<file path="src/design/cfu_pkg.sv">
// Matrix row CFU shared definitions

package cfu_pkg;

  // Host port widths
  localparam int DATA_W   = 32;
  localparam int FUNC_W   = 10;
  localparam int FUNCT7_W = 7;

  // Datapath sizes
  localparam int OP_W       = 8;
  localparam int LANES      = 4;
  localparam int ACC_W      = 32;
  localparam int ADDR_W     = 8;
  localparam int DEPTH      = 1 << ADDR_W;
  localparam int LANE_SEL_W = 2;
  localparam int K_W        = 10;

  // funct7 codes, upper bits of function_id
  localparam logic [FUNCT7_W-1:0] FUNC_WRITE_A = 7'd1;
  localparam logic [FUNCT7_W-1:0] FUNC_WRITE_B = 7'd2;
  localparam logic [FUNCT7_W-1:0] FUNC_COMPUTE = 7'd3;
  localparam logic [FUNCT7_W-1:0] FUNC_READ    = 7'd4;

  // Buffer read, three skew stages, accumulate
  localparam int DRAIN_CYCLES = 5;

  // Controller state encoding
  localparam int STATE_W = 3;
  localparam logic [STATE_W-1:0] ST_IDLE    = 3'd0;
  localparam logic [STATE_W-1:0] ST_WRITE_A = 3'd1;
  localparam logic [STATE_W-1:0] ST_WRITE_B = 3'd2;
  localparam logic [STATE_W-1:0] ST_READ    = 3'd3;
  localparam logic [STATE_W-1:0] ST_CLEAR   = 3'd4;
  localparam logic [STATE_W-1:0] ST_FEED    = 3'd5;
  localparam logic [STATE_W-1:0] ST_DRAIN   = 3'd6;
  localparam logic [STATE_W-1:0] ST_FINISH  = 3'd7;

  // One B word, stored whole and consumed per lane
  // Lane 0 sits in the top byte
  typedef union packed {
    logic [DATA_W-1:0]           word;
    logic [0:LANES-1][OP_W-1:0]  lanes;
  } b_word_u;

endpackage

</file>
<file path="src/design/a_operand_feed.sv">
// A operand buffer and feed

`timescale 1ns/1ps

module a_operand_feed (
  input  logic                            clk,
  input  logic                            rst_n,
  input  logic                            a_wr_en,
  input  logic [cfu_pkg::ADDR_W-1:0]      wr_addr,
  input  logic [cfu_pkg::DATA_W-1:0]      wr_data,
  input  logic                            feed_en,
  input  logic [cfu_pkg::ADDR_W-1:0]      feed_index,
  output logic signed [cfu_pkg::OP_W-1:0] a_operand
);

  logic [cfu_pkg::OP_W-1:0] a_mem [0:cfu_pkg::DEPTH-1];

  // Host data sits in the top byte of inputs_1
  always_ff @(posedge clk) begin
    if (a_wr_en) begin
      a_mem[wr_addr] <= wr_data[cfu_pkg::DATA_W-1 -: cfu_pkg::OP_W];
    end
  end

  // Registered read, zero when no feed is running
  always_ff @(posedge clk or negedge rst_n) begin
    if (!rst_n) begin
      a_operand <= '0;
    end else if (feed_en) begin
      a_operand <= a_mem[feed_index];
    end else begin
      a_operand <= '0;
    end
  end

endmodule

</file>
<file path="config.mk">
export PLATFORM = sky130hd
export DESIGN_NAME = a_operand_feed
export DESIGN_NICKNAME = d
export VERILOG_FILES = /design/src/design/cfu_pkg.sv /design/src/design/a_operand_feed.sv
export SDC_FILE = /design/constraint.sdc
export NUM_CORES = 2
export LEC_CHECK = 0
export ABC_AREA = 1
export BUFFER_PORTS_ARGS = -buffer_cell sky130_fd_sc_hd__buf_2
export CELL_PAD_IN_SITES_DETAIL_PLACEMENT = 1
export CELL_PAD_IN_SITES_GLOBAL_PLACEMENT = 1
export CORE_UTILIZATION = 47
export CTS_BUF_LIST = sky130_fd_sc_hd__clkbuf_4 sky130_fd_sc_hd__clkbuf_8 sky130_fd_sc_hd__clkbuf_16
export DETAILED_ROUTE_END_ITERATION = 7
export PLACE_DENSITY_LB_ADDON = 0.1
export SETUP_SLACK_MARGIN = 0.1
export SYNTH_ARGS = -nofsm -noshare
export SYNTH_HDL_FRONTEND = slang
export SYNTH_SLANG_ARGS = --single-unit
</file>
<file path="constraint.sdc">
create_clock -name clk -period 1.3 [get_ports clk]
set_clock_uncertainty 0.15 [all_clocks]
set_input_delay 0.39 -clock clk [delete_from_list [all_inputs] [get_ports clk]]
set_output_delay 0.39 -clock clk [all_outputs]
set_load 0.03 [all_outputs]
</file>
Yosys cells after proc, flatten, opt, wreduce, memory -nomap -nowiden:

Memory sizes are Yosys's and may differ from the RTL's.
Cells that the tools add are included.

* bits in registers: 8
* latch bits: 0
* memory bits (writable): 2048
* ROM bits: 0
* input port bits: 52
* output and inout port bits: 8
* logic and storage cells: 5
* memories: 1

Memory list
* a_mem: words 256, bits a word 8, read ports 1, clocked after memory_dff 0, write ports 1, RTL line a_operand_feed.sv:16 `logic [cfu_pkg::OP_W-1:0] a_mem [0:cfu_pkg::DEPTH-1];`

* add/subtract/negate cells: 0
* $mul: 0
* divide/modulo/power cells: 0
* $lt $le $gt $ge: 0
* equality and inequality tests: 0
* shifts and indexed selects: 0
* muxes and demuxes: 3
* bitwise gates (word level): 0
* reduce and logical (&&, ||, !) cells: 0

Operator list (number)
* 8-bit two-way mux: 1
* 1-bit two-way mux: 2

Depth between registers and ports, before layout:

* depth after elaboration: 2
* gate-level depth with buffers: 15
* depth with buffers taken out: 11

Worst setup path after synthesis:

OpenSTA, ideal clock, no wires.

* path type: input port to flip-flop
* from: input a_wr_en
* to: memory a_mem[162][0] in the netlist's numbering (enable)
* setup time: 370 ps
* arrival time: 1511 ps
* data required time: 780 ps
* path slack: -731 ps
* stages: 4
* buffers on the path: 2
* path through: clkbuf_1 nand3_1 clkbuf_1 nor2_1

* word-level cells in the longest chain between the ends: 2

Ends and longest elaborated chain
* from (decl): RTL line a_operand_feed.sv:8 `input logic a_wr_en,`
* 1-bit two-way mux: RTL line a_operand_feed.sv:20 `if (a_wr_en) begin`
* 1-bit two-way mux (implied by the code): RTL line a_operand_feed.sv:21 `a_mem[wr_addr] <= wr_data[cfu_pkg::DATA_W-1 -: cfu_pkg::OP_W];`
* to (decl): RTL line a_operand_feed.sv:16

Every way passes these cells.

Final worst setup path:

* from: register a_operand[7] in the netlist's numbering
* to: output a_operand[7] in the netlist's numbering

RTL lines
* from (decl): RTL line a_operand_feed.sv:13 `output logic signed [cfu_pkg::OP_W-1:0] a_operand`
* from (signal assigned): RTL line a_operand_feed.sv:30 `a_operand <= a_mem[feed_index];`

No word-level cell between the ends.

==> reports/qor.yml <==
grt_pass1_wl_um: 415000
final_cells: 10280
wl_met1_um: 115600
holdPathEnd: "a_operand[0]"
ys_seq_elements: 2056
clock-sinks: 2056
worstReg2RegEnd: "a_operand[1]"
wl_met2_um: 142700
slew_violations: 0
place_inst: 9807
synth_area_leaders: "edfxtp_1 74%, nand3_1 12%, nand2_1 9.4%, nor2_1 1.6%, buf_2 1.3%"
synth.most_common_cell: "nand2_1"
tightest_slew_ns: 0.5010
status: "finished with violations"
rrSetupSlack_ns: -0.43
cts_tree: "built"
synth_edf_count: 2048
finalHoldViolCount: 0
cp_max_fo: 1
numPortBuffers: 35
worstSkewPairLatency_ns: 0.87
place_hpwl_um: 181200
power.switching_mw: 34.67
cts_buffers: 213
synth_top_area_frac: 0.7362
synth_cell_type_count: 17
cp.arrival_ns: 1.57
critPathKind: "reg -> out"
die-area_um2: 179400
p_per_area_nw_per_um2: 1373
required_ns: 0.76
startpoint: "a_operand[7]"
whs_ns: 0.1401
yosysTopAreaCell: "edfxtp_1"
synth-seq-area-share: 0.7385
gr-usage-all-layers: 0.3126
synth_common_cells: "2083 x nand2_1, 2048 x edfxtp_1, 1931 x nand3_1"
synth_warnings: 0
area_growth_pct: 28.81
wire_per_inst_um: 27.78
antenna_left: 0
highest_layer: "met4"
wirelength_um: 285600
syn-num-nets: 7072
max_slew_margin: 0.6660
grt_antenna_before_repair: 3
p_seq_frac: 0.495
p_int_mw: 113.1
r2r_start: "a_mem[185][1]"
synthesis.area_um2: 83540
cts-root-buf: "clkbuf_16"
async_flop_share: 0.003891
rows: 154
worstHoldStart: "feed_index[6]"
core_area_um2: 176300
syn_avg_cell_area_um2: 11.90
syn-instance-count: 7020
dr.pass1.iters: 6
fmax_mhz: 473.3
setup_violations: 16
reg2reg_depth: 11
finalWorstSetupSlack_ns: -0.8131
min_path_cells: 6
layout-drive-gt1-share: 0.2732
maxCapViolations: 0
sw_frac_of_total: 0.2347
vdd_ir_drop_max_v: 0.001496
grt_remaining_overflow: 0
place.gp.congestion: 0.8870
violations: "negative setup slack"
grt_max_degree: 82
p_leak_nw: 38.89
remaining_drc_errors: 0
fin_crit_sh: 1.625
clk_pin_slew_ns: 0.07
p_clk_frac: 0.417
pin_count: 60
dieHeight_um: 423.6
pwr-share-comb: 0.088
vias: 60290
worstHoldPathType: "in -> reg"
met3WireLength_um: 16920
initial_core_util: 0.4738
period_needed_ns: 2.113
start_kind: "flip-flop"
synthFlopType: "edfxtp_1"
end_kind: "primary output"
cts_buffer_depth: 3
grt_pass1_vias: 63260
via_per_inst: 5.866
first_iter_violations: 5687
nNetsFinal: 7806
htree_levels: 4
rsz0062_at_grt: "yes"
fp.dieW_um: 423.6
-- cells by family after synthesis --
kind of cell / Yosys count / synth area share
AOI/OAI and AO/OA: 64 / 0.004074
buffers and inverters: 523 / 0.03180
DFF: 2056 / 0.7385
and+or+nand+nor: 4377 / 0.2256
-- area by class of cell --
cell class	count	area [um2]
clock inverter	115	1028
sequential	2056	61710
inverter	39	260.3
clock buffer	283	5976
tap	2340	2928
timing repair buffer	1002	11670
fill	17080	68690
timing repair inverter	1	16.27
antenna	2	5.005
multi-input combinational	4441	24020
-- flip-flops by register name, summed over array words and instances (netlist names) --
name,count
a_mem,2048
a_operand,8
-- worst max-delay path: stages (launching register included) --
cell and delay [ns]:
dfrtp_1 0.44, buf_12 0.16, buf_8 0.12
-- metal layers --
metal	vias up	GRT usage
met5	-	0
met3	515	0.03989
met4	0	0.1098
met2	2102	0.5327
met1	31200	0.4122
li1	26480	-
-- power by group through the flow --
stage / clock, mW / combinational, mW / sequential [mW]
after floorplan: 0 / 4.65 / 74.6
after global placement: 0 / 10.5 / 74.5
final: 61.7 / 12.9 / 73.1
after global routing: 64.5 / 13.6 / 73.1
after detailed placement: 0 / 10.7 / 74.5
after CTS: 62.2 / 12.0 / 73.1
-- how the worst max path moves through the flow --
stage,endpoint,slack [ns],depth (start not counted)
final,a_operand[7],-0.81,2
after global routing,a_operand[7],-0.84,2
after CTS,a_operand[2],-0.92,2
after detailed placement,a_operand[3],-1.89,15
after global placement,a_operand[3],-1.86,15
after floorplan,a_mem[189][0],-0.59,4
-- cells in the final DEF, fill, tap and decap left out, types with 2 or more instances in the layout --
cell type and n:
clkbuf_4 58, buf_4 595, nand3_1 1394, clkinv_2 37, clkbuf_16 230, o22ai_2 2
buf_8 21, clkinv_4 2, nand2_1 2012, edfxtp_1 2048, o21ai_2 2, clkinvlp_4 7
diode_2 2, inv_1 18, clkinv_16 2, buf_6 95, buf_2 8, nand3_4 115
bufbuf_16 3, dlygate4sd3_1 12, nor2_2 79, inv_6 10, nor2_4 103, o21ai_0 21
nand2_2 52, buf_16 18, buf_12 237, clkbuf_8 8, bufinv_16 17, inv_8 6
nand2_4 19, inv_4 2, inv_2 6, o22ai_1 14, nor2_1 181, nand3_2 422
a21oi_1 15, clkinv_1 45, dfrtp_2 7, o21ai_1 8
-- repair_timing --
item,in CTS,in global routing
buffers inserted,31,15
hold buffers,12,0
cloned,6,13
setup endpoints to repair,867,1385
pin swaps,208,185
hold endpoints to repair,1095,0
gates resized for setup,611,472
-- through the flow --
stage	setup TNS, ns	utilization	power [mW]	setup WS, ns	instance area (um2)
6_report	-9.205	0.6104	147.7	-0.8131	107600
3_3_place_gp	-1697.22	0.5364	84.97	-1.858	94580
4_1_cts	-9.510	0.5957	147.3	-0.9248	105000
5_1_grt	-9.667	0.6104	151.2	-0.8361	107600
3_5_place_dp	-1731.51	0.5364	85.23	-1.887	94580
2_1_floorplan	-932.73	-	79.20	-0.5948	84350
(Power assumes the default switching activity.)
