===== src/design/cfu_pkg.sv =====
// Matrix row CFU shared definitions

package cfu_pkg;

  // Host port widths
  localparam int DATA_W   = 32;
  localparam int FUNC_W   = 10;
  localparam int FUNCT7_W = 7;

  // Datapath sizes
  localparam int OP_W       = 8;
  localparam int LANES      = 4;
  localparam int ACC_W      = 32;
  localparam int ADDR_W     = 8;
  localparam int DEPTH      = 1 << ADDR_W;
  localparam int LANE_SEL_W = 2;
  localparam int K_W        = 10;

  // funct7 codes, upper bits of function_id
  localparam logic [FUNCT7_W-1:0] FUNC_WRITE_A = 7'd1;
  localparam logic [FUNCT7_W-1:0] FUNC_WRITE_B = 7'd2;
  localparam logic [FUNCT7_W-1:0] FUNC_COMPUTE = 7'd3;
  localparam logic [FUNCT7_W-1:0] FUNC_READ    = 7'd4;

  // Buffer read, three skew stages, accumulate
  localparam int DRAIN_CYCLES = 5;

  // Controller state encoding
  localparam int STATE_W = 3;
  localparam logic [STATE_W-1:0] ST_IDLE    = 3'd0;
  localparam logic [STATE_W-1:0] ST_WRITE_A = 3'd1;
  localparam logic [STATE_W-1:0] ST_WRITE_B = 3'd2;
  localparam logic [STATE_W-1:0] ST_READ    = 3'd3;
  localparam logic [STATE_W-1:0] ST_CLEAR   = 3'd4;
  localparam logic [STATE_W-1:0] ST_FEED    = 3'd5;
  localparam logic [STATE_W-1:0] ST_DRAIN   = 3'd6;
  localparam logic [STATE_W-1:0] ST_FINISH  = 3'd7;

  // One B word, stored whole and consumed per lane
  // Lane 0 sits in the top byte
  typedef union packed {
    logic [DATA_W-1:0]           word;
    logic [0:LANES-1][OP_W-1:0]  lanes;
  } b_word_u;

endpackage


===== src/design/cfu_cmd_ctrl.sv =====
// CFU command controller

`timescale 1ns/1ps

module cfu_cmd_ctrl (
  input  logic                            clk,
  input  logic                            rst_n,
  input  logic                            cmd_valid,
  input  logic [cfu_pkg::FUNC_W-1:0]      function_id,
  input  logic [cfu_pkg::DATA_W-1:0]      inputs_0,
  input  logic [cfu_pkg::DATA_W-1:0]      inputs_1,
  output logic                            cmd_ready,
  output logic                            rsp_valid,
  output logic                            a_wr_en,
  output logic                            b_wr_en,
  output logic [cfu_pkg::ADDR_W-1:0]      wr_addr,
  output logic [cfu_pkg::DATA_W-1:0]      wr_data,
  output logic                            feed_en,
  output logic [cfu_pkg::ADDR_W-1:0]      feed_index,
  output logic                            acc_clear,
  output logic [cfu_pkg::LANE_SEL_W-1:0]  lane_sel
);

  logic [cfu_pkg::STATE_W-1:0]  state_q;
  logic [cfu_pkg::STATE_W-1:0]  state_d;
  logic [cfu_pkg::FUNCT7_W-1:0] funct7;
  logic [cfu_pkg::DATA_W-1:0]   op0_q;
  logic [cfu_pkg::DATA_W-1:0]   op1_q;
  logic [cfu_pkg::K_W-1:0]      k_len;
  logic [cfu_pkg::K_W-1:0]      cnt_q;
  logic                         accept;
  logic                         cnt_last;

  assign funct7 = function_id[cfu_pkg::FUNC_W-1 -: cfu_pkg::FUNCT7_W];
  assign accept = (state_q == cfu_pkg::ST_IDLE) && cmd_valid;
  assign k_len  = op0_q[cfu_pkg::K_W-1:0];

  // Both operand words held for the whole command
  always_ff @(posedge clk) begin
    if (accept) begin
      op0_q <= inputs_0;
      op1_q <= inputs_1;
    end
  end

  // Last feed cycle at K-1, last drain cycle at DRAIN_CYCLES-1
  always_comb begin
    cnt_last = 1'b0;
    if (state_q == cfu_pkg::ST_FEED) begin
      cnt_last = (cnt_q == k_len - cfu_pkg::K_W'(1));
    end else if (state_q == cfu_pkg::ST_DRAIN) begin
      cnt_last = (cnt_q == cfu_pkg::K_W'(cfu_pkg::DRAIN_CYCLES - 1));
    end
  end

  always_comb begin
    state_d = state_q;
    case (state_q)
      cfu_pkg::ST_IDLE: begin
        if (cmd_valid) begin
          case (funct7)
            cfu_pkg::FUNC_WRITE_A: state_d = cfu_pkg::ST_WRITE_A;
            cfu_pkg::FUNC_WRITE_B: state_d = cfu_pkg::ST_WRITE_B;
            cfu_pkg::FUNC_COMPUTE: state_d = cfu_pkg::ST_CLEAR;
            cfu_pkg::FUNC_READ:    state_d = cfu_pkg::ST_READ;
            // Unknown ids are dropped
            default:               state_d = cfu_pkg::ST_IDLE;
          endcase
        end
      end
      cfu_pkg::ST_WRITE_A: state_d = cfu_pkg::ST_FINISH;
      cfu_pkg::ST_WRITE_B: state_d = cfu_pkg::ST_FINISH;
      cfu_pkg::ST_READ:    state_d = cfu_pkg::ST_FINISH;
      cfu_pkg::ST_CLEAR:   state_d = cfu_pkg::ST_FEED;
      cfu_pkg::ST_FEED:    state_d = cnt_last ? cfu_pkg::ST_DRAIN : cfu_pkg::ST_FEED;
      cfu_pkg::ST_DRAIN:   state_d = cnt_last ? cfu_pkg::ST_FINISH : cfu_pkg::ST_DRAIN;
      default:             state_d = cfu_pkg::ST_IDLE;
    endcase
  end

  always_ff @(posedge clk or negedge rst_n) begin
    if (!rst_n) begin
      state_q <= cfu_pkg::ST_IDLE;
      cnt_q   <= '0;
    end else begin
      state_q <= state_d;
      // Shared counter, restarts at each phase boundary
      if ((state_q == cfu_pkg::ST_FEED || state_q == cfu_pkg::ST_DRAIN) && !cnt_last) begin
        cnt_q <= cnt_q + cfu_pkg::K_W'(1);
      end else begin
        cnt_q <= '0;
      end
    end
  end

  assign a_wr_en    = (state_q == cfu_pkg::ST_WRITE_A);
  assign b_wr_en    = (state_q == cfu_pkg::ST_WRITE_B);
  assign acc_clear  = (state_q == cfu_pkg::ST_CLEAR);
  assign feed_en    = (state_q == cfu_pkg::ST_FEED);
  assign feed_index = cnt_q[cfu_pkg::ADDR_W-1:0];
  assign wr_addr    = op0_q[cfu_pkg::ADDR_W-1:0];
  assign wr_data    = op1_q;
  assign lane_sel   = op1_q[cfu_pkg::LANE_SEL_W-1:0];

  // Ready and valid are one and the same pulse
  assign rsp_valid = (state_q == cfu_pkg::ST_FINISH);
  assign cmd_ready = rsp_valid;

endmodule


===== config.mk =====
export PLATFORM = sky130hd
export DESIGN_NAME = cfu_cmd_ctrl
export DESIGN_NICKNAME = d
export VERILOG_FILES = /design/src/design/cfu_pkg.sv /design/src/design/cfu_cmd_ctrl.sv
export SDC_FILE = /design/constraint.sdc
export NUM_CORES = 1
export LEC_CHECK = 0
export ABC_AREA = 1
export BUFFER_PORTS_ARGS = -buffer_cell sky130_fd_sc_hd__buf_2
export CAP_MARGIN = 15
export CORE_UTILIZATION = 49
export CTS_CLUSTER_DIAMETER = 100
export DETAILED_ROUTE_END_ITERATION = 6
export PLACE_DENSITY = 0.85
export RECOVER_POWER = 50
export SYNTH_ARGS = -nofsm -noshare
export SYNTH_HDL_FRONTEND = slang
export SYNTH_SLANG_ARGS = --single-unit

===== constraint.sdc =====
create_clock -name clk -period 6.7 [get_ports clk]
set_input_delay 0.335 -clock clk [delete_from_list [all_inputs] [get_ports clk]]
set_output_delay 0.335 -clock clk [all_outputs]
set_load 0.02 [all_outputs]

-- Yosys cells after proc, flatten, opt, wreduce, memory -nomap -nowiden
Index checks and enable logic that the tools add are counted.
- register bits after elaboration: 55
- input bits: 77
- output and inout bits: 56
- add/subtract/negate cells: 2
- equality and inequality tests: 14
- multiplexer cells: 8
- reductions and logical operators: 6
- operator list (kind ; number):
    one-hot mux 3 bit (5 select lines) ; 1
    equality test 7 x 2 -> 1 bit, second input constant ; 2
    equality test 3 bit, second input constant ; 4
    one-hot mux 3 bit (4 select lines) ; 1
    adder 10 x 1 -> 10 bit, second input constant ; 1
    equality test 10 bit ; 1
    equality test 10 x 3 -> 1 bit, second input constant ; 1
    two-way mux 10 bit ; 1
    subtractor 10 x 1 -> 10 bit, second input constant ; 1
    equality test 7 x 1 -> 1 bit, second input constant ; 1
    equality test 7 x 3 -> 1 bit, second input constant ; 1
    equality test 3 x 2 -> 1 bit, second input constant ; 2
    equality test 3 x 1 -> 1 bit, second input constant ; 1
    logical NOT 3 bit ; 1
    two-way mux 1 bit ; 3
    two-way mux 3 bit ; 1
    OR reduction 3 bit ; 1
    logical AND 1 bit ; 2
    two-way mux 2 bit ; 1
    inequality test 2 bit, second input constant ; 1
    logical NOT 1 bit ; 1
    logical OR 1 bit ; 1

-- Logic depth before layout (Yosys ltp)
- word-level depth: 6
- mapped depth: 14
- depth with buffers taken out: 14

-- Least setup slack after synthesis
Ideal clock, no wire load.
- kind: register to register
- from: register state_q[1] (netlist bit)
- to: register op0_q[0] (netlist bit), enable pin
- data arrival time: 2453 ps
- slack: 3805 ps
- stages on the path, launching flop included: 4
- path through: dfrtp_1 -> nor2_1 -> nand2_1 -> nor2_1
- longest elaborated chain between the ends: 2
- RTL lines (what ; RTL line ; text):
    start, declared ; cfu_cmd_ctrl.sv:24 ; logic [cfu_pkg::STATE_W-1:0] state_q;
    start signal, assigned ; cfu_cmd_ctrl.sv:83 ; state_q <= cfu_pkg::ST_IDLE;
    start signal, assigned ; cfu_cmd_ctrl.sv:86 ; state_q <= state_d;
    logical NOT 3 bit ; cfu_cmd_ctrl.sv:35 ; assign accept = (state_q == cfu_pkg::ST_IDLE) && cmd_valid;
    logical AND 1 bit ; cfu_cmd_ctrl.sv:35 ;
    named net accept ; cfu_cmd_ctrl.sv:31 ; logic accept;
    end signal, assigned ; cfu_cmd_ctrl.sv:41 ; op0_q <= inputs_0;
    end, declared ; cfu_cmd_ctrl.sv:27 ; logic [cfu_pkg::DATA_W-1:0] op0_q;
The timed path passes the listed nets, and every way through them passes these cells.
A chain may end at the register's enable or synchronous reset.

-- Worst setup path in the final report
- from: register state_q[1] (netlist bit)
- to: register op1_q, in the netlist wr_data[20], enable pin
- longest elaborated chain between the ends: 2
- RTL lines (what ; RTL line ; text):
    logical NOT 3 bit ; cfu_cmd_ctrl.sv:35 ;
    logical AND 1 bit ; cfu_cmd_ctrl.sv:35 ;
    named net accept ; cfu_cmd_ctrl.sv:31 ;
    end signal, assigned ; cfu_cmd_ctrl.sv:42 ; op1_q <= inputs_1;
    end, declared ; cfu_cmd_ctrl.sv:28 ; logic [cfu_pkg::DATA_W-1:0] op1_q;
The timed path passes the listed nets, and every way through them passes these cells.

==> out/metrics.cfg <==
[clocking]
path_clk_slew_ps=110
clockBufferDepth=2
insertion_delay_ps=320
cts_max_level=2
cts_tree=done
clkSinkCount=55
cts-buffers-inserted=5
ctsResizeCount=0
cts-root-buf=clkbuf_8

[sta]
fin_skew_ps=10.0
fin_crit_sh=0.303
drv_slew=0
finalSetupViolations=0
rsz0062_at_grt=false
tightest_slew_ps=1090
clock.fmax_mhz=492
slew-limit-headroom=0.274
min_period_ps=2030
setup_tns_ps=0
finalHoldViolations=0

[global_route]
grt_pass1_wl_um=8870
grt.busiest_layer=met2
gr-usage-met3=0.0886
grt.met1_usage=0.187
grt-ovfl-total=0
grt_use_total=0.196
grt.met2_usage=0.361
antenna_found_initial=0
grt_max_degree=43
grt_pass1_vias=2100

[finish]
layout_common_cells=buf_2, edfxtp_1, nand2_1, clkbuf_1, inv_1
final_common_cell=buf_2
final_area_mm2=0.00325
fin_cells=414
layout-drive-gt1-share=0.340
area_delta_synth_final_pct=20.7
n_fill_cell=460
diodes=0
nNetsFinal=423

[critical_path]
worstSetupPathType=reg -> reg
critPathMaxFanout=42
startpoint=state_q[1]
cp-start-kind=register
end_kind=register
r2r_cells=3
reg2reg_to=wr_data[20]
crit_required_ps=6640
r2r-start=state_q[1]
crit_arrival_ps=1970
regToRegSetupSlack_ps=4670

[outcome]
outcome=finished clean

[synth]
ys_seq_area_frac=0.589
synth_nets=327
syn_inst=247
netlist_area_mm2=0.00269
synth_cell_types=34
avgSynthCellArea_um2=10.9
synth_seq_cells=55
yosysWarnings=0

[floorplan]
fp.coreArea_mm2=0.00520
fp.dieW_um=76.1
fp.dieArea_mm2=0.00580
die_y_um=76.1
pin_count=133
start_util=0.517
num_rows=26

[power]
internal-power_uw=563
p_sw_uw=321
power_uw=884
power_frac_comb=0.298
power.leakage_nw=1.39
vdd.ir_drop.worst_v=0.000165
switching_share=0.363
pwr-share-clk=0.221
power.density_mw_per_mm2=272
pwr-share-seq=0.482

[job]
max_cap_violations=0

[drt]
vias_per_cell=4.96
firstDrtPassIters=4
vias=2055
drt-initial-drc-count=81
wl_per_cell_um=13.0
drt_wl_total_um=5390
drc=0
ant_nets=0

[placed_design]
hpwl_um=4210
dpl_cell_area_mm2=0.00318
gp_congestion=0.901
portBuffers=107
post-place-cells=405

[min_path]
min_from=inputs_1[18]
worst_hold_path.endpoint=wr_data[18]
hold_class=in -> reg
hold_depth=1

metal layers:
metal	vias to the layer above	wire, um
met5	-	0
met4	0	123
met3	12	537
met2	95	2760
met1	954	1960
li1	994	-
how the worst max path moves through the flow:
stage / slack (ps) / end / cells after the start
global placement: 4730 / wr_data[20] / 3
finish: 4670 / wr_data[20] / 3
detailed placement: 4640 / wr_data[5] / 3
CTS: 4620 / wr_data[9] / 3
floorplan: 3810 / op0_q[0] / 3
global route: 4490 / wr_data[31] / 3
synth_stat cells:
master	number	area [um2]
a211oi_1	1	7.51
a21oi_1	4	20.0
a311oi_1	1	8.76
and2_1	1	6.26
buf_4	19	143
clkinv_1	1	3.75
dfrtp_1	13	325
edfxtp_1	42	1260
ha_1	3	37.5
inv_1	28	105
inv_2	3	11.3
nand2_1	36	135
nand2_2	4	25.0
nand2_4	1	11.3
nand3_1	12	60.1
nand3_2	1	10.0
nand3_4	1	17.5
nand3b_1	2	15.0
nand4_1	8	50.1
nor2_1	19	71.3
nor2_2	14	87.6
nor2_4	2	22.5
nor3_1	4	20.0
nor3_2	1	10.0
nor3_4	1	16.3
nor3b_1	1	7.51
nor4_1	1	6.26
o21ai_0	3	15.0
o21ai_1	2	10.0
o21bai_1	1	7.51
o41ai_4	1	27.5
or2_2	1	6.26
xnor2_1	6	52.6
xor2_1	9	78.8
cell type report:
type	instances	area (um2)	area share
Inverter	32	120	0.0370
Sequential cell	55	1590	0.488
Clock inverter	3	27.5	0.00847
Multi-Input combinational cell	141	851	0.262
Tap cell	70	87.6	0.0269
Timing Repair Buffer	108	509	0.157
Clock buffer	5	68.8	0.0212
timing repair:
action / in CTS / in global routing
endpoints found under the setup margin: 0 / 0
buffers inserted: 0 / 0
endpoints found under the hold margin: 13 / 0
hold buffers: 1 / 0
cell families after synthesis:
| kind of cell | count (synthesis) | share of synthesized area |
|---|---|---|
| buffers and inverters | 51 | 0.0976 |
| XOR/XNOR | 15 | 0.0488 |
| adder cells (fa/ha/maj) | 3 | 0.0139 |
| AO/OA/AOI/OAI | 13 | 0.0358 |
| flip-flops | 55 | 0.589 |
| AND/OR/NAND/NOR | 110 | 0.215 |
power by group through the flow:
stage	combinational, mW	sequential [mW]	clock [mW]
finish	0.263	0.426	0.195
global route	0.289	0.431	0.209
CTS	0.270	0.426	0.197
detailed placement	0.268	0.433	0
global placement	0.259	0.432	0
floorplan	0.192	0.442	0
sequential cells by signal, summed over array words and instances, names as in the netlist:
signal   flops
wr_data     32
cnt_q       10
op0_q       10
state_q      3
critical path: stages, from the launching register on:
cell     delay, ps
dfrtp_1        470
nor2_1         170
nand2_1        140
nor2_4         840
stage by stage:
step | utilization | setup WS [ps] | hold WS, ps
detailed placement | 0.611 | 4640 | 245
CTS | 0.631 | 4620 | 175
finish | 0.625 | 4670 | 181
global route | 0.625 | 4490 | 169
floorplan | - | 3810 | 39.4
global placement | 0.611 | 4730 | 237
No activity file was read; power rests on OpenSTA's default activity.
