### src/design/cfu_pkg.sv
// Matrix row CFU shared definitions

package cfu_pkg;

  // Host port widths
  localparam int DATA_W   = 32;
  localparam int FUNC_W   = 10;
  localparam int FUNCT7_W = 7;

  // Datapath sizes
  localparam int OP_W       = 8;
  localparam int LANES      = 4;
  localparam int ACC_W      = 32;
  localparam int ADDR_W     = 8;
  localparam int DEPTH      = 1 << ADDR_W;
  localparam int LANE_SEL_W = 2;
  localparam int K_W        = 10;

  // funct7 codes, upper bits of function_id
  localparam logic [FUNCT7_W-1:0] FUNC_WRITE_A = 7'd1;
  localparam logic [FUNCT7_W-1:0] FUNC_WRITE_B = 7'd2;
  localparam logic [FUNCT7_W-1:0] FUNC_COMPUTE = 7'd3;
  localparam logic [FUNCT7_W-1:0] FUNC_READ    = 7'd4;

  // Buffer read, three skew stages, accumulate
  localparam int DRAIN_CYCLES = 5;

  // Controller state encoding
  localparam int STATE_W = 3;
  localparam logic [STATE_W-1:0] ST_IDLE    = 3'd0;
  localparam logic [STATE_W-1:0] ST_WRITE_A = 3'd1;
  localparam logic [STATE_W-1:0] ST_WRITE_B = 3'd2;
  localparam logic [STATE_W-1:0] ST_READ    = 3'd3;
  localparam logic [STATE_W-1:0] ST_CLEAR   = 3'd4;
  localparam logic [STATE_W-1:0] ST_FEED    = 3'd5;
  localparam logic [STATE_W-1:0] ST_DRAIN   = 3'd6;
  localparam logic [STATE_W-1:0] ST_FINISH  = 3'd7;

  // One B word, stored whole and consumed per lane
  // Lane 0 sits in the top byte
  typedef union packed {
    logic [DATA_W-1:0]           word;
    logic [0:LANES-1][OP_W-1:0]  lanes;
  } b_word_u;

endpackage

### src/design/mac_row.sv
// Systolic MAC row

`timescale 1ns/1ps

module mac_row (
  input  logic                            clk,
  input  logic                            rst_n,
  input  logic                            acc_clear,
  input  logic signed [cfu_pkg::OP_W-1:0] a_operand,
  input  cfu_pkg::b_word_u                b_lanes,
  input  logic [cfu_pkg::LANE_SEL_W-1:0]  lane_sel,
  output logic [cfu_pkg::ACC_W-1:0]       lane_result
);

  // A operand as seen by each cell, travelling east
  logic signed [cfu_pkg::OP_W-1:0] a_west [0:cfu_pkg::LANES-1];
  logic [cfu_pkg::ACC_W-1:0]       acc_row [0:cfu_pkg::LANES-1];

  assign a_west[0] = a_operand;

  for (genvar j = 0; j < cfu_pkg::LANES; j++) begin : g_cell
    logic signed [2*cfu_pkg::OP_W-1:0] prod;
    logic signed [cfu_pkg::ACC_W-1:0]  acc_q;

    assign prod = a_west[j] * $signed(b_lanes.lanes[j]);

    // Accumulator wraps at 32 bits
    always_ff @(posedge clk or negedge rst_n) begin
      if (!rst_n) begin
        acc_q <= '0;
      end else if (acc_clear) begin
        acc_q <= '0;
      end else begin
        acc_q <= acc_q + cfu_pkg::ACC_W'(prod);
      end
    end

    assign acc_row[j] = acc_q;

    // Pass A to the next cell, last cell has no neighbour
    if (j < cfu_pkg::LANES - 1) begin : g_east
      logic signed [cfu_pkg::OP_W-1:0] a_east_q;

      always_ff @(posedge clk or negedge rst_n) begin
        if (!rst_n) begin
          a_east_q <= '0;
        end else begin
          a_east_q <= a_west[j];
        end
      end

      assign a_west[j+1] = a_east_q;
    end
  end

  // Read-back select
  assign lane_result = acc_row[lane_sel];

endmodule

### config.mk
export PLATFORM = sky130hd
export DESIGN_NAME = mac_row
export DESIGN_NICKNAME = d
export VERILOG_FILES = /design/src/design/cfu_pkg.sv /design/src/design/mac_row.sv
export SDC_FILE = /design/constraint.sdc
export NUM_CORES = 1
export LEC_CHECK = 0
export BUFFER_PORTS_ARGS = -buffer_cell sky130_fd_sc_hd__buf_4
export CAP_MARGIN = 10
export CORE_MARGIN = 2
export CORE_UTILIZATION = 64
export CTS_BUF_LIST = sky130_fd_sc_hd__clkbuf_4
export DETAILED_ROUTE_END_ITERATION = 10
export PLACE_DENSITY_LB_ADDON = 0.08
export SYNTH_ARGS = -nofsm -noshare
export SYNTH_HDL_FRONTEND = slang
export SYNTH_SLANG_ARGS = --single-unit
export TNS_END_PERCENT = 30
### constraint.sdc
create_clock -name clk -period 8.56 [get_ports clk]
set_input_delay 0.428 -clock clk [delete_from_list [all_inputs] [get_ports clk]]
set_output_delay 0.428 -clock clk [all_outputs]
set_load 0.02 [all_outputs]
; Word-level counts from Yosys, hierarchy flattened
; Cells that the tools add are included.
[totals]
inputBits = 45
output_inout_bits = 32
word_cells = 24
reg_bits = 152
[op_classes]
mul = 4
bitwise = 1
n_addsub = 4
n_mux = 7
n_lt_le_gt_ge = 1
[ops]
columns = operator, count
row1 = two-way mux 32 bit, 6
row2 = adder 32 x 16 -> 32 bit, 4
row3 = binary-select mux 32 bit (select 2 bit), 1
row4 = multiplier 8 x 8 -> 16 bit, 4
row5 = "greater-or-equal comparator 3 bit, second input constant", 1
row6 = NOT 2 -> 3 bit, 1

; Longest topological paths before layout
; Gate-level depths: netlist (run 1).
[logic_depth]
depth_word = 4
ltp_mapped = 20
mapped_depth_nobuf = 19

; Worst setup path before layout (run 1)
; Ideal clock, no wire load.
[synth_path]
path_type = input-to-reg
start = input port b_lanes[24] in the netlist's numbering
end = register g_cell[0].acc_q[29] in the netlist's numbering
cell_stages = 17
setup_time_ns = 0.128
path_buffers = 0
setup_slack_ns = 2.205
required_ns = 8.432
arrival_time_ns = 6.228
path_cell_list = and2_1 inv_1 fa_1 inv_1 fa_1 fa_1 fa_1 fa_1 ha_1 a2111o_1 a21oi_2 o21ai_1 a2111oi_2 or3_1 nand2b_1 a31oi_1 mux2_1
[synth_between]
elab_chain_cells = 3
[synth_rtl]
columns = item, line
row1 = start: declaration, mac_row.sv:10  ; input cfu_pkg::b_word_u b_lanes,
row2 = multiplier 8 x 8 -> 16 bit, mac_row.sv:25  ; assign prod = a_west[j] * $signed(b_lanes.lanes[j]);
row3 = adder 32 x 16 -> 32 bit, mac_row.sv:34  ; acc_q <= acc_q + cfu_pkg::ACC_W'(prod);
row4 = two-way mux 32 bit, mac_row.sv:31  ; end else if (acc_clear) begin
row5 = end signal: assignment, mac_row.sv:34
row6 = end: declaration, mac_row.sv:23  ; logic signed [cfu_pkg::ACC_W-1:0] acc_q;
; Every way passes these cells.

; Worst setup path in the final report (run 1)
[layout_path]
start = register g_cell[1].g_east.a_east_q[7] in the netlist's numbering
end = register g_cell[2].acc_q[29] in the netlist's numbering
[layout_between]
elab_chain_cells = 3
[layout_rtl]
columns = item, line
row1 = start: declaration, mac_row.sv:42  ; logic signed [cfu_pkg::OP_W-1:0] a_east_q;
row2 = start signal: assignment, mac_row.sv:48  ; a_east_q <= a_west[j];
row3 = multiplier 8 x 8 -> 16 bit, mac_row.sv:25
row4 = adder 32 x 16 -> 32 bit, mac_row.sv:34
row5 = two-way mux 32 bit, mac_row.sv:31
row6 = end signal: assignment, mac_row.sv:34
row7 = end: declaration, mac_row.sv:23
; Every way passes these cells.

==> results of run 1 <==
-- kinds of logic (layout without fill, tap and decap cells) --
family	after synthesis	in the layout
compound gates	296	296
xor+xnor	101	101
fa+ha+maj	824	824
buf+inv	414	506
flops	152	152
mux	41	41
other cells	0	2
simple gates	590	590
-- sequential cells by signal, summed over array words and instances (netlist names) --
| register | count |
|---|---|
| g_cell.g_east.a_east_q | 24 |
| g_cell.acc_q | 128 |
-- metal layers --
layer / vias up / wire [um] / part of all wire, %
met5: - / 13 / 0.022
met4: 2 / 2634 / 4.5
li1: 7965 / - / -
met2: 456 / 28660 / 49
met3: 116 / 2962 / 5.1
met1: 9064 / 24380 / 42
-- worst paths after layout --
check | startpoint | endpoint | slack, ps | depth (start not counted)
worst max-delay path | g_cell[1].g_east.a_east_q[7] | g_cell[2].acc_q[29] | 1920 | 17
max in group asynchronous | rst_n | g_cell[0].acc_q[23] | 6860 | 3
worst min register to register | g_cell[0].g_east.a_east_q[7] | g_cell[1].g_east.a_east_q[7] | 520 | 0
min in group asynchronous | rst_n | g_cell[2].acc_q[9] | 410 | 2
worst max register to register | g_cell[1].g_east.a_east_q[7] | g_cell[2].acc_q[29] | 1920 | 17
worst min-delay path | acc_clear | g_cell[0].acc_q[27] | 220 | 2
-- cell usage after synthesis (4+ instances only) --
library cell and n:
sky130_fd_sc_hd__mux2_1 9, sky130_fd_sc_hd__or3_1 4, sky130_fd_sc_hd__inv_1 378, sky130_fd_sc_hd__a211o_1 4
sky130_fd_sc_hd__o21ai_0 35, sky130_fd_sc_hd__and3_1 17, sky130_fd_sc_hd__clkbuf_1 25, sky130_fd_sc_hd__o211ai_1 13
sky130_fd_sc_hd__a211oi_1 15, sky130_fd_sc_hd__nor2b_1 42, sky130_fd_sc_hd__nand2b_1 17, sky130_fd_sc_hd__nand4_1 4
sky130_fd_sc_hd__and2_1 131, sky130_fd_sc_hd__mux4_2 32, sky130_fd_sc_hd__fa_1 544, sky130_fd_sc_hd__nand3_1 24
sky130_fd_sc_hd__a31oi_1 9, sky130_fd_sc_hd__nor3_1 24, sky130_fd_sc_hd__xor2_1 36, sky130_fd_sc_hd__nand2_1 146
sky130_fd_sc_hd__ha_1 280, sky130_fd_sc_hd__o21ai_1 11, sky130_fd_sc_hd__xnor2_1 65, sky130_fd_sc_hd__o21a_1 22
sky130_fd_sc_hd__a21oi_1 74, sky130_fd_sc_hd__clkinv_1 4, sky130_fd_sc_hd__o211a_1 4, sky130_fd_sc_hd__dfrtp_1 152
sky130_fd_sc_hd__a21o_1 48, sky130_fd_sc_hd__nor2_1 160, sky130_fd_sc_hd__nor3b_1 5, sky130_fd_sc_hd__o21bai_1 13
sky130_fd_sc_hd__buf_1 6
-- metrics by stage --
stage / util [%] / std cells / instance area, um2 / hold WS, ps
2_1_floorplan: - / 2418 / 26430 / 132.4
3_3_place_gp: 67.62 / 3001 / 27610 / 492.7
3_5_place_dp: 67.62 / 3001 / 27610 / 504.3
4_1_cts: 68.50 / 3042 / 27970 / 129.6
5_1_grt: 68.51 / 3044 / 27980 / 201.3
6_report: 68.51 / 3044 / 27980 / 217.6
-- area by class of cell --
class                      count  area (um2)  share of cell area, %
timing repair buffer          92       716.9                  2.563
clock inverter                14       136.4                 0.4875
clock buffer                  18       135.1                 0.4830
tap                          532       665.6                  2.379
inverter                     382        1434                  5.125
sequential                   152        3804                  13.60
antenna                        2       5.005                0.01789
multi-input combinational   1852       21080                  75.35
-- critical path: cells and delay by family (launching register included) --
| family | cells | cell delay, ps |
|---|---|---|
| AO/OA/AOI/OAI | 6 | 1400 |
| adder cells (fa/ha/maj) | 6 | 2810 |
| buffers and inverters | 2 | 190 |
| flip-flops | 1 | 600 |
| multiplexers | 1 | 330 |
| AND/OR/NAND/NOR | 2 | 1220 |
==> impl_metrics.tcl, run 1 <==
set metrics [dict create \
    vias 17600 \
    core_area_um2 40830 \
    setup-violations-final 0 \
    critical_path.slowest_cell "sky130_fd_sc_hd__and2_2" \
    grt_most_used_layer "met2" \
    critical_path.max_fanout 25 \
    arrival_ps 7260 \
    ys_warn_count 0 \
    cts_tree "built" \
    place_congestion 0.8952 \
    timing.clock.skew_ps 36.09 \
    synth_fp_nets 3287 \
    clock-sinks 152 \
    globalRoute.totalOverflow 0 \
    crit_required_ps 9180 \
    dp.final_hpwl_mm 48.89 \
    synth_compound_gate_area_share_pct 7.853 \
    cp-start-kind "flop" \
    synth_simple_gate_area_share_pct 10.96 \
    syn_avg_cell_area_um2 10.93 \
    synth_top_cell_by_area "sky130_fd_sc_hd__fa_1" \
    synth_top_family_by_area "adder cells" \
    worst_path_largest_cell_delay_ps 820 \
    grt_start_max_net_pins 102 \
    gr-usage-met2_pct 48.16 \
    layout_worst_path_cycle_share_pct 77.58 \
    post_cts.resized_instances 0 \
    avgRoutedWirePerCell_um 19.27 \
    layout.cells.most_common "sky130_fd_sc_hd__fa_1" \
    nNetsFinal 3366 \
    mostFrequentLayoutCells "sky130_fd_sc_hd__fa_1 (544), sky130_fd_sc_hd__inv_1 (378), sky130_fd_sc_hd__ha_1 (280)" \
    io_pins 77 \
    synth_enable_flop_cells 0 \
    first_pass_grt_wire_length_mm 100.8 \
    worst-setup-path-type "flop to flop" \
    dominantRegCellSynth "sky130_fd_sc_hd__dfrtp_1" \
    cts_hold_buf 9 \
    cts_made_buffers 17 \
    yosys_register_bits 152 \
    worstSetupEndpointType "flop" \
    clock_insertion_delay_worst_skew_ps 740 \
    drt_iter0_drc 1195 \
    final_layout_size_suffix_gt1_share_pct 6.773 \
    min_period_ps 6641 \
    via_per_inst 5.783 \
    grt_setup_unrepaired "no" \
    post-cts-setup-buffer-count 0 \
    worstPathCellList "and2_2 > inv_1 > fa_1 > inv_1 > fa_1 > fa_1 > fa_1 > fa_1 > ha_1 > o21ai_0 > o211ai_1 > a21oi_1 > nor3_2 > a31oi_2 > a211oi_1 > o41a_1 > mux2_1" \
    finalHoldViolCount 0 \
    die_h_um 207.2 \
    grt_util_all_layers_pct 30.00 \
    drt_first_pass_iters 5 \
    number_of_pins_with_negative_max_slew_slack_in_the_final_report 0 \
    global_route_track_usage_on_met1_pct 41.22 \
    fill_cells 3163 \
    drt-total-wl_mm 58.65 \
    max-clock-path-buffers 2 \
    die_w_um 207.2 \
    worst_slew_margin_relative_to_its_limit_pct 25.50 \
    netlist_area_um2 26430 \
    area_enclosed_by_the_die_boundary_um2 42940 \
    fin_tns_setup_ps 0 \
    ys_seq_area_share_pct 14.39 \
    grt_util_met3_pct 4.644 \
    fmax_mhz 150.6 \
    drt_drc_violations_left 0 \
    number_of_maximum_capacitance_constraint_violations 0 \
    clk_pin_slew_ps 150 \
    fin_ws_ps 1919 \
    root_buffer "sky130_fd_sc_hd__clkbuf_4" \
    run_status "complete, no violations" \
    yosys.area.top_type_share_pct 41.20 \
    path_common_cell "sky130_fd_sc_hd__fa_1" \
    async_flop_share_pct 100.0 \
    synth_area_leaders "sky130_fd_sc_hd__fa_1 (41%), sky130_fd_sc_hd__dfrtp_1 (14%), sky130_fd_sc_hd__ha_1 (13%)" \
    synth_xor_xnor_area_share_pct 3.347 \
    grt_pass1_vias 19260 \
    fp-row-count 74 \
    muxShareOfSynthArea_pct 3.110 \
    port_buffers 76 \
    netlist-cell-type-count 76 \
    timing.hold.worst.class "primary input to flop" \
    max_slew.worst_pin.slew_ps 1117 \
    layout-area-overhead-vs-synth_pct 5.836 \
    initial_utilization_pct 64.74 \
    synth-adder-area-share_pct 54.45 \
    antenna_violating_nets_post_route 0 \
    grt_antenna_before_repair 3 \
    maximum_level_of_the_cts_h_tree 4 \
    synthCells 2418 \
    dp_worst_setup_slack_ps 1826 \
]
Power of run 1 is not shown: default switching activity piles up to over one toggle a cycle in this logic, so the estimate is an artifact.
==> run 2, diff against run 1 <==
- clock period: 8.56 -> 6.3 ns (I/O delays scaled with it)
==> run 2 against run 1 <==
Net effect:
- cell area increased by 1.3%
- maximum frequency increased by 10%
- clock-buffer cell count increased by 1
- setup slack got worse by 1700 ps
- register-to-register slack got worse by 1700 ps
==> impl_metrics.tcl, run 2 (same netlist as run 1, synthesis figures left out) <==
set metrics [dict create \
    run_status "complete, no violations" \
    maximum_level_of_the_cts_h_tree 4 \
    max_slew.worst_pin.slew_ps 961.0 \
    placement.cell_area_um2 27910 \
    grt_pass1_vias 19510 \
    layout.area.seq_um2 3806 \
    fin_ws_ps 262.7 \
    antenna-diode-count 0 \
    largest_register_ffs 128 \
    grt_setup_unrepaired "yes" \
    initial_utilization_pct 64.74 \
    finalHoldViolCount 0 \
    layout.cells.non_filler 3081 \
    vias 17640 \
    max-clock-path-buffers 2 \
    place_congestion 0.8953 \
    worstSetupEndpointType "flop" \
    drt_iter0_drc 913 \
    crit_required_ps 6840 \
    cts_tree "built" \
    clk_pin_slew_ps 130 \
    worst_slew_margin_relative_to_its_limit_pct 35.93 \
    clock-sinks 152 \
    placed_cells_incl_taps 3040 \
    globalRoute.totalOverflow 0 \
    fin_tns_setup_ps 0 \
    drt-total-wl_mm 58.75 \
    dp.final_hpwl_mm 50.33 \
    port_buffers 76 \
    grt_most_used_layer "met2" \
    multi_input_area_um2 21100 \
    grt_util_met3_pct 4.735 \
    post-route-cell-area_um2 28350 \
    setup-violations-final 0 \
    nNetsFinal 3405 \
    gr-usage-met2_pct 48.76 \
    layout.cells.most_common "sky130_fd_sc_hd__fa_1" \
    grt_util_all_layers_pct 30.15 \
    layout_worst_path_cycle_share_pct 95.83 \
    cp-start-kind "flop" \
    global_route_track_usage_on_met1_pct 41.82 \
    timing.clock.skew_ps 24.18 \
    worst-setup-path-type "flop to flop" \
    number_of_pins_with_negative_max_slew_slack_in_the_final_report 0 \
    antenna_violating_nets_post_route 0 \
    core_area_um2 40830 \
    io_pins 77 \
    grt_start_max_net_pins 92 \
    cts_made_buffers 17 \
    grt_antenna_before_repair 1 \
    critical_path.max_fanout 9 \
    reg_with_most_ffs "g_cell.acc_q" \
    reg.largest.list "g_cell.acc_q: 128 flops, g_cell.g_east.a_east_q: 24 flops" \
    avgRoutedWirePerCell_um 19.07 \
    mostFrequentLayoutCells "sky130_fd_sc_hd__fa_1 (543), sky130_fd_sc_hd__inv_1 (378), sky130_fd_sc_hd__ha_1 (280)" \
    drt_drc_violations_left 0 \
    layout-area-overhead-vs-synth_pct 7.247 \
    min_period_ps 6037 \
    post-cts-setup-buffer-count 0 \
    drt_first_pass_iters 5 \
    fp-row-count 74 \
    root_buffer "sky130_fd_sc_hd__clkbuf_4" \
    final_layout_size_suffix_gt1_share_pct 8.356 \
    via_per_inst 5.726 \
    die_h_um 207.2 \
    clock_insertion_delay_worst_skew_ps 670 \
    fill_cells 3105 \
    dp_worst_setup_slack_ps 336.4 \
    die_w_um 207.2 \
    arrival_ps 6580 \
    timing.hold.worst.class "primary input to flop" \
    number_of_maximum_capacitance_constraint_violations 0 \
    first_pass_grt_wire_length_mm 101.7 \
    area_enclosed_by_the_die_boundary_um2 42940 \
    fmax_mhz 165.6 \
]
run 2: stage by stage:
step	utilization (%)	hold slack, ps
3_3_place_gp	68.36	464.7
5_1_grt	69.43	213.8
4_1_cts	69.37	145.5
3_5_place_dp	68.36	467.6
2_1_floorplan	-	19.41
6_report	69.43	205.2
run 2: timing repair:
item | in CTS | in global routing
resized for setup | 0 | 6
setup endpoints to repair | 0 | 7
hold buffers | 9 | 0
endpoints found under the hold margin | 98 | 0
run 2: final timing paths:
kind	slack (ps)	cells past startpoint	start	to
max in group asynchronous	4590	3	rst_n	g_cell[1].g_east.a_east_q[2]
hold reg to reg	550	0	g_cell[0].g_east.a_east_q[7]	g_cell[1].g_east.a_east_q[7]
hold / removal	210	4	b_lanes[0]	g_cell[3].acc_q[0]
setup reg to reg	260	18	g_cell[1].g_east.a_east_q[5]	g_cell[2].acc_q[29]
min in group asynchronous	320	2	rst_n	g_cell[2].acc_q[2]
setup / recovery	260	18	g_cell[1].g_east.a_east_q[5]	g_cell[2].acc_q[29]
run 2: final cells by class:
type                    count  share of cell area (%)
repair buffers            131                   3.606
clock buffers              19                  0.5032
well taps                 532                   2.348
flip-flops and latches    152                   13.43
clock inverters            13                  0.6312
inverters                 382                   5.058
multi-input cells        1852                   74.43
run 2: critical path, cell delays in order (launching register included):
cell and delay [ps]:
sky130_fd_sc_hd__dfrtp_1 680, sky130_fd_sc_hd__nand2_1 130, sky130_fd_sc_hd__fa_1 500, sky130_fd_sc_hd__inv_1 60, sky130_fd_sc_hd__fa_1 520, sky130_fd_sc_hd__inv_1 60, sky130_fd_sc_hd__fa_1 540, sky130_fd_sc_hd__inv_1 50
sky130_fd_sc_hd__fa_1 390, sky130_fd_sc_hd__fa_1 480, sky130_fd_sc_hd__ha_1 350, sky130_fd_sc_hd__o21ai_0 130, sky130_fd_sc_hd__o211ai_1 480, sky130_fd_sc_hd__a21oi_1 160, sky130_fd_sc_hd__nor3_2 310, sky130_fd_sc_hd__a31oi_2 160
sky130_fd_sc_hd__a211oi_1 400, sky130_fd_sc_hd__o41a_1 210, sky130_fd_sc_hd__mux2_1 320
run 2: per-layer routing:
layer	up-vias	part of all wire [%]
li1	8030	-
met1	9038	42
met2	475	49
met3	98	5.2
met4	2	3.9
met5	-	0.015
Power of run 2 is left out for the same reason.
